File: src/rtl/scope_pkg.sv
/*
  shared types of the two-channel scope trigger and acquisition
  sample width, input sample, trigger-tagged sample,
  per-channel configuration, buffer write request
*/

`default_nettype none

package scope_pkg;

  //////////////////////////////
  // sample format
  //////////////////////////////

  // ADC sample width in bits
  localparam int smp_w = 14;

  // one ADC sample with its strobe
  typedef struct packed {
    // strobe, one cycle per sample
    logic                    vld;
    // two's complement sample
    logic signed [smp_w-1:0] dat;
  } smp_t;

  // sample leaving the edge detector
  typedef struct packed {
    logic                    vld;
    logic signed [smp_w-1:0] dat;
    // set on the sample that fired the trigger
    logic                    trg;
  } tsmp_t;

  //////////////////////////////
  // configuration
  //////////////////////////////

  // per-channel trigger and capture setup
  typedef struct packed {
    // edge select, 0 rising, 1 falling
    logic                    edg;
    // upper hysteresis threshold
    logic signed [smp_w-1:0] pos;
    // lower hysteresis threshold
    logic signed [smp_w-1:0] neg;
    // samples kept after the trigger sample
    logic [15:0]             post;
  } ch_cfg_t;

  //////////////////////////////
  // buffer write side
  //////////////////////////////

  // write request from one acquisition controller
  // address goes on a separate port, its width is a module parameter
  typedef struct packed {
    // held high until granted
    logic                    req;
    logic signed [smp_w-1:0] dat;
  } wr_req_t;

endpackage

`default_nettype wire
File: src/rtl/scope_top.sv
/*
  scope trigger and acquisition top level
  two edge detector and acquisition channels on one shared buffer
*/

`default_nettype none

module scope_top import scope_pkg::*; #(
  parameter int buf_aw = 6
)(
  input  logic                    sti,
  input  logic                    ctl_rst,
  // ADC samples, one shared strobe
  input  smp_t                    adc_a,
  input  smp_t                    adc_b,
  // per-channel setup
  input  ch_cfg_t                 cfg_a,
  input  ch_cfg_t                 cfg_b,
  input  logic                    ctl_start_a,
  input  logic                    ctl_start_b,
  // status
  output logic                    sts_trg_a,
  output logic                    sts_trg_b,
  output logic                    sts_done_a,
  output logic                    sts_done_b,
  output logic [buf_aw-1:0]       sts_ptr_a,
  output logic [buf_aw-1:0]       sts_ptr_b,
  // readout
  input  logic                    rd_en,
  input  logic [buf_aw:0]         rd_addr,
  output logic signed [smp_w-1:0] rd_dat
);

  // tagged samples from the edge detectors
  tsmp_t tsmp_a;
  tsmp_t tsmp_b;

  // write side between controllers and buffer
  wr_req_t           wr_a;
  wr_req_t           wr_b;
  logic [buf_aw-1:0] addr_a;
  logic [buf_aw-1:0] addr_b;
  logic              gnt_a;
  logic              gnt_b;

  //////////////////////////////
  // channel a
  //////////////////////////////

  scope_edge edge_a (
    .sti     (sti),
    .ctl_rst (ctl_rst),
    .cfg     (cfg_a),
    .smp_i   (adc_a),
    .smp_o   (tsmp_a),
    .sts_trg (sts_trg_a)
  );

  scope_acq #(.buf_aw(buf_aw)) acq_a (
    .sti       (sti),
    .ctl_rst   (ctl_rst),
    .ctl_start (ctl_start_a),
    .cfg_post  (cfg_a.post),
    .smp       (tsmp_a),
    .wr        (wr_a),
    .wr_addr   (addr_a),
    .gnt       (gnt_a),
    .sts_done  (sts_done_a),
    .sts_ptr   (sts_ptr_a)
  );

  //////////////////////////////
  // channel b
  //////////////////////////////

  scope_edge edge_b (
    .sti     (sti),
    .ctl_rst (ctl_rst),
    .cfg     (cfg_b),
    .smp_i   (adc_b),
    .smp_o   (tsmp_b),
    .sts_trg (sts_trg_b)
  );

  scope_acq #(.buf_aw(buf_aw)) acq_b (
    .sti       (sti),
    .ctl_rst   (ctl_rst),
    .ctl_start (ctl_start_b),
    .cfg_post  (cfg_b.post),
    .smp       (tsmp_b),
    .wr        (wr_b),
    .wr_addr   (addr_b),
    .gnt       (gnt_b),
    .sts_done  (sts_done_b),
    .sts_ptr   (sts_ptr_b)
  );

  //////////////////////////////
  // shared buffer
  //////////////////////////////

  // one write port for both channels, readout on the other
  scope_buf #(.buf_aw(buf_aw)) sbuf (
    .sti     (sti),
    .ctl_rst (ctl_rst),
    .wr_a    (wr_a),
    .wr_b    (wr_b),
    .addr_a  (addr_a),
    .addr_b  (addr_b),
    .gnt_a   (gnt_a),
    .gnt_b   (gnt_b),
    .rd_en   (rd_en),
    .rd_addr (rd_addr),
    .rd_dat  (rd_dat)
  );

endmodule

`default_nettype wire

File: src/rtl/scope_buf.sv
/*
  shared sample memory for both channels
  round-robin arbiter on the single write port,
  registered read port for readout
*/

`default_nettype none

module scope_buf import scope_pkg::*; #(
  parameter int buf_aw = 6
)(
  input  logic                    sti,
  input  logic                    ctl_rst,
  // write requests from the two channels
  input  wr_req_t                 wr_a,
  input  wr_req_t                 wr_b,
  input  logic [buf_aw-1:0]       addr_a,
  input  logic [buf_aw-1:0]       addr_b,
  output logic                    gnt_a,
  output logic                    gnt_b,
  // readout, top address bit selects the channel
  input  logic                    rd_en,
  input  logic [buf_aw:0]         rd_addr,
  output logic signed [smp_w-1:0] rd_dat
);

  // both halves together
  localparam int depth = 2 ** (buf_aw + 1);

  // set: channel b wins a tie
  logic pri;

  // selected write
  logic                    wr_en;
  logic [buf_aw:0]         wr_addr;
  logic signed [smp_w-1:0] wr_dat;

  // sample storage
  logic signed [smp_w-1:0] mem [depth];

  //////////////////////////////
  // arbiter
  //////////////////////////////

  // a lone request always wins
  // on a tie the priority bit decides
  assign gnt_a = wr_a.req & (~wr_b.req | ~pri);
  assign gnt_b = wr_b.req & (~wr_a.req | pri);

  // last granted channel goes to the back
  always_ff @(posedge sti) begin
    if (ctl_rst) begin
      pri <= 1'b0;
    end else if (gnt_a) begin
      pri <= 1'b1;
    end else if (gnt_b) begin
      pri <= 1'b0;
    end
  end

  //////////////////////////////
  // write port
  //////////////////////////////

  assign wr_en = gnt_a | gnt_b;

  // channel number on top of the channel's own slot
  assign wr_addr = {gnt_b, gnt_b ? addr_b : addr_a};
  assign wr_dat  = gnt_b ? wr_b.dat : wr_a.dat;

  // written in the grant cycle
  always_ff @(posedge sti) begin
    if (wr_en) begin
      mem[wr_addr] <= wr_dat;
    end
  end

  //////////////////////////////
  // read port
  //////////////////////////////

  // data one cycle after rd_en
  always_ff @(posedge sti) begin
    if (rd_en) begin
      rd_dat <= mem[rd_addr];
    end
  end

endmodule

`default_nettype wire

File: src/rtl/scope_acq.sv
/*
  per-channel acquisition controller
  circular write pointer over one half of the buffer,
  trigger pointer capture, post-trigger counter, done status
*/

`default_nettype none

module scope_acq import scope_pkg::*; #(
  parameter int buf_aw = 6
)(
  input  logic              sti,
  input  logic              ctl_rst,
  input  logic              ctl_start,
  input  logic [15:0]       cfg_post,
  input  tsmp_t             smp,
  output wr_req_t           wr,
  output logic [buf_aw-1:0] wr_addr,
  input  logic              gnt,
  output logic              sts_done,
  output logic [buf_aw-1:0] sts_ptr
);

  // FSM encoding
  localparam logic [1:0] st_idle = 2'd0;
  localparam logic [1:0] st_pre  = 2'd1;
  localparam logic [1:0] st_post = 2'd2;
  localparam logic [1:0] st_done = 2'd3;

  logic [1:0]        state;
  // next free slot in this channel's half
  logic [buf_aw-1:0] ptr;
  // samples written after the trigger
  logic [15:0]       cnt;
  logic [15:0]       cnt_nxt;
  logic              armed;
  logic              take;

  // pending write
  logic                    req_q;
  logic signed [smp_w-1:0] dat_q;

  // samples are recorded in both armed states
  assign armed   = (state == st_pre) || (state == st_post);
  assign take    = armed & smp.vld;
  assign cnt_nxt = cnt + 16'd1;

  //////////////////////////////
  // capture FSM
  //////////////////////////////

  always_ff @(posedge sti) begin
    if (ctl_rst) begin
      state    <= st_idle;
      ptr      <= '0;
      cnt      <= '0;
      sts_done <= 1'b0;
      sts_ptr  <= '0;
    end else if (ctl_start) begin
      // re-arm, pointer restarts at slot 0
      state    <= st_pre;
      ptr      <= '0;
      cnt      <= '0;
      sts_done <= 1'b0;
    end else begin
      // pointer wraps modulo the half size
      if (take) begin
        ptr <= ptr + 1'b1;
      end
      case (state)
        st_pre: begin
          // first trigger after arming
          if (smp.vld && smp.trg) begin
            sts_ptr <= ptr;
            state   <= (cfg_post == 16'd0) ? st_done : st_post;
          end
        end
        st_post: begin
          if (smp.vld) begin
            cnt <= cnt_nxt;
            if (cnt_nxt == cfg_post) begin
              state <= st_done;
            end
          end
        end
        st_done: begin
          // wait for the last write to land
          if (!req_q || gnt) begin
            sts_done <= 1'b1;
          end
        end
        default: begin
        end
      endcase
    end
  end

  //////////////////////////////
  // write request
  //////////////////////////////

  // held until the buffer grants it
  always_ff @(posedge sti) begin
    if (ctl_rst) begin
      req_q <= 1'b0;
    end else if (ctl_start) begin
      req_q <= 1'b0;
    end else if (take) begin
      req_q <= 1'b1;
    end else if (gnt) begin
      req_q <= 1'b0;
    end
  end

  // data and slot of the pending write
  always_ff @(posedge sti) begin
    if (take) begin
      dat_q   <= smp.dat;
      wr_addr <= ptr;
    end
  end

  assign wr = '{req: req_q, dat: dat_q};

endmodule

`default_nettype wire

File: src/rtl/scope_edge.sv
/*
  per-channel edge trigger with hysteresis
  stage 1 subtracts the sample from both thresholds
  stage 2 tracks the level state and flags the trigger sample
*/

`default_nettype none

module scope_edge import scope_pkg::*; (
  input  logic    sti,
  input  logic    ctl_rst,
  input  ch_cfg_t cfg,
  input  smp_t    smp_i,
  output tsmp_t   smp_o,
  output logic    sts_trg
);

  // sign bit of the widened differences
  localparam int sgn = smp_w;

  // stage 1 results
  logic signed [sgn:0]     sub_pos;
  logic signed [sgn:0]     sub_neg;
  logic                    vld_s1;
  logic signed [smp_w-1:0] dat_s1;

  // stage 2 results
  logic                    vld_s2;
  logic signed [smp_w-1:0] dat_s2;
  logic                    trg_s2;

  // level state, current and next
  logic lvl_reg;
  logic lvl_nxt;
  // the threshold relevant to the current state was crossed
  logic thr_pass;

  //////////////////////////////
  // subtraction stage
  //////////////////////////////

  // strobe pipeline
  always_ff @(posedge sti) begin
    if (ctl_rst) begin
      vld_s1 <= 1'b0;
    end else begin
      vld_s1 <= smp_i.vld;
    end
  end

  // one bit wider, so the sign never overflows
  always_ff @(posedge sti) begin
    if (smp_i.vld) begin
      sub_pos <= cfg.pos - smp_i.dat;
      sub_neg <= smp_i.dat - cfg.neg;
      dat_s1  <= smp_i.dat;
    end
  end

  //////////////////////////////
  // trigger stage
  //////////////////////////////

  // rising low, falling high: look at pos
  // rising high, falling low: look at neg
  // negative difference means strictly past the threshold
  assign thr_pass = (cfg.edg ^ lvl_reg) ? sub_neg[sgn] : sub_pos[sgn];
  assign lvl_nxt  = lvl_reg ^ thr_pass;

  always_ff @(posedge sti) begin
    if (ctl_rst) begin
      lvl_reg <= 1'b0;
      vld_s2  <= 1'b0;
      trg_s2  <= 1'b0;
    end else begin
      vld_s2 <= vld_s1;
      // only the low to high transition fires
      trg_s2 <= vld_s1 & lvl_nxt & ~lvl_reg;
      if (vld_s1) begin
        lvl_reg <= lvl_nxt;
      end
    end
  end

  // data follows its flag through both stages
  always_ff @(posedge sti) begin
    if (vld_s1) begin
      dat_s2 <= dat_s1;
    end
  end

  assign smp_o   = '{vld: vld_s2, dat: dat_s2, trg: trg_s2};
  assign sts_trg = trg_s2;

endmodule

`default_nettype wire

File: config.mk
export PLATFORM = sky130hd
export DESIGN_NAME = scope_top
export DESIGN_NICKNAME = d
export VERILOG_FILES = /design/src/rtl/scope_pkg.sv /design/src/rtl/scope_top.sv /design/src/rtl/scope_buf.sv /design/src/rtl/scope_acq.sv /design/src/rtl/scope_edge.sv
export SDC_FILE = /design/constraint.sdc
export NUM_CORES = 2
export LEC_CHECK = 0
export BUFFER_PORTS_ARGS = -buffer_cell sky130_fd_sc_hd__buf_2
export CORE_MARGIN = 2
export CORE_UTILIZATION = 45
export DETAILED_ROUTE_END_ITERATION = 7
export GPL_TIMING_DRIVEN = 0
export PLACE_DENSITY = 0.68
export SETUP_SLACK_MARGIN = 0.5
export SLEW_MARGIN = 20
export SYNTH_ARGS = -nofsm -noshare
export SYNTH_HDL_FRONTEND = slang
export SYNTH_SLANG_ARGS = --single-unit
File: constraint.sdc
create_clock -name sti -period 4.35 [get_ports sti]
set_clock_uncertainty 0.2 [all_clocks]
set_input_delay 1.0875 -clock sti [delete_from_list [all_inputs] [get_ports sti]]
set_output_delay 1.0875 -clock sti [all_outputs]
set_load 0.01 [all_outputs]
==> results.md <==
- Synthesized Nets: 3868
- Chip width: 419 um
- Setup ws final: 0.422 ns
- Placed Cells incl. Taps: 6210
- Proportion of layout cells with a drive suffix above 1: 30.6%
- Mapped Area: 77500 um2
- CTS tree: built
- Worst hold path class: reg -> reg
- Dominant cells by area after synthesis: edfxtp_1 74%, mux4_2 15%, dfxtp_1 1.9%
- Bufs and invs on worst path: 4
- TritonCTS buffer count: 194
- Final Critical Period: 3.93 ns
- Input/output buffers: 157
- Worst-path cell chain: buf_2 > buf_4 > buf_4 > buf_2 > mux4_2 > mux2i_1 > a22oi_1 > nand3_1 > nand4_1
- Synth-to-layout area growth: 15.3%
- Unrepaired setup endpoints after global routing: yes
- Largest delay share family, worst path: buffers and inverters
- Startpoint type of the worst setup path: input port
- Critical Path AT: 4.14 ns
- Die ar.: 176000 um2
- R2R setup slack: 0.56 ns
- Overall routing resource usage: 21.2%
- Status: completed
- CTS root buffer: clkbuf_16
- Data required time of the worst path: 4.56 ns
- Flops & latches, synth: 1979
- Non-Filler Instances: 6575
- Dpl ws: -1.05 ns
- Relative slew margins: 18.4%
- Max IR drop VDD: 0.439 mV
- Core Region: 171000 um2
- Distinct cell type count after synthesis: 55
- Asr flop ratio synth: 0%
- Commonest register cell after synthesis: edfxtp_1
- Largest net degree at the start of global routing: 77
- Tightest Pin Transition: 1.22 ns
- Drt pass-1 iters: 5
- Clock transition at path regs: 0.06 ns
- Standard-cell row count: 152
- GP Congestion: 0.924
- Power Dens Cells: 434 nW/um2
- Worst path slowest cell: mux2i_1
- Top Ports: 162
- Ys Warns: 0
- Crit-path max FO: 10
- Max clock buf depth: 3
- Worst-skew pair later-pin latency: 0.82 ns
- Leading area contributor after synthesis: edfxtp_1
- Post-route clock period utilization: 90.3%
- Max-slew violations: 0
- Starting Density: 45.2%
- Initial antenna violation count: 4
- Die Y-Extent: 419 um
- Detailed Place HPWL: 125 mm
- Final WL: 185 mm
- CP Capture Type: flip-flop
- Post-DR wirelength/cell: 28.1 um
- Vias/cell: 5.82
- Vias in the first global route: 38300
- Avg Synthesized Cell Area: 21.1 um2
- Final setup vio count: 0
- Fmax: 255 MHz
- LEAKAGE: 0.0283 uW
- DRT antenna net count: 0
- Synth top cells by count: 1906 x edfxtp_1, 532 x mux4_2, 192 x nor2_1
- Post-synthesis sequential area ratio: 75.7%
- Hold slack: 0.211 ns
- Global-route wire length before repair: 266 mm
- Biggest regs: sbuf.mem x1792, acq_a.cnt x16, acq_b.cnt x16
- Final core occ: 52.2%
- DRC Markers: 0
- Setup CP Type: in -> reg
- Total gr overflow: 0
- Share of the synthesized area in the top cell type: 73.8%
- Biggest register: sbuf.mem
- Post-CTS Hold Fix Bufs: 0
- Iteration-0 DRC Markers: 4781
- Max Cap Violations: 0
- Vias after detailed routing: 38200
- Mapped Cells: 3674
- Most common cell in the netlist: edfxtp_1
- # clock sinks: 1979
- Final hold violations: 0
- Number of flip-flops in the largest register: 1792
- Crit-path max cell delay: 0.47 ns
- CTS H-Tree Depth: 4
- EDFF count, synth: 1906
- Nets: 4297
-- final timing paths --
check	from	end	depth (start not counted)
worst min register to register	edge_b.dat_s1[6]$_DFFE_PP_	edge_b.dat_s2[6]$_DFFE_PP_	0
worst max-delay path	rd_addr[2]	sbuf.rd_dat[9]$_DFFE_PP_	9
worst max register to register	sbuf.pri$_SDFFE_PP0P_	sbuf.mem[111][5]$_DFFE_PP_	9
worst min-delay path	edge_b.dat_s1[6]$_DFFE_PP_	edge_b.dat_s2[6]$_DFFE_PP_	0
-- metrics by stage --
step | cell area, um2 | TNS [ns] | power (uW)
finish | 89400 | 0 | 38800
global route | 89400 | 0 | 39800
CTS | 89200 | 0 | 39000
detailed placement | 82700 | -40.76 | 22900
global placement | 81200 | -3272.49 | 22900
floorplan | 77500 | 0 | 22300
-- metal layers --
layer	vias to the layer above	global-route usage, %	wire [um]
li1	16100	-	-
met5	-	0	0
met2	1774	33.4	88500
met1	20100	29.1	73300
met3	318	4.02	15600
met4	0	8.75	7510
-- power breakdown --
group	switching, uW	internal, uW	total (uW)
Sequential	46.4	20800	20800
Combinational	993	732	1720
Clock	7100	9120	16200
Total	8140	30600	38800
-- kinds of logic after synthesis --
| kind of cell | share of synthesized area, % |
|---|---|
| xor+xnor | 0.825 |
| fa+ha+maj | 1.00 |
| simple gates | 3.17 |
| flops | 75.7 |
| buf+inv | 1.46 |
| mux | 16.1 |
| compound gates | 1.67 |
-- worst register-to-register path: cells and delay by family, from the launching register on --
family | cells | cell delay [ns]
AO/OA/AOI/OAI | 1 | 0.50
buffers and inverters | 3 | 0.83
flip-flops | 1 | 0.32
AND/OR/NAND/NOR | 5 | 1.64
-- what timing repair did --
action                                  in CTS  in global routing
resized for setup                           92                 38
setup buffers                                5                  2
pin swaps                                    2                  4
endpoints found under the setup margin    1182                842
-- cell usage in the layout, fill, tap and decap left out, types with 64 or more instances in the layout --
| cell | instances |
|---|---|
| a21oi_1 | 65 |
| buf_2 | 203 |
| clkbuf_1 | 101 |
| clkbuf_16 | 197 |
| dfxtp_1 | 73 |
| edfxtp_1 | 1906 |
| inv_1 | 71 |
| mux4_2 | 532 |
| nand2_1 | 90 |
| nor2_1 | 64 |
| nor2_2 | 69 |
-- area by class of cell --
| cell class | count | area [um2] |
|---|---|---|
| Fill cell | 13200 | 82000 |
| Sequential cell | 1979 | 58700 |
| Multi-Input combinational cell | 1442 | 18400 |
| Clock buffer | 243 | 5110 |
| Tap cell | 2310 | 2890 |
| Timing Repair Buffer | 233 | 1960 |
| Clock inverter | 112 | 1030 |
| Buffer | 182 | 968 |
| Inverter | 71 | 267 |
| Antenna cell | 3 | 7.51 |
Note: power is estimated with default switching activity, not from simulation.
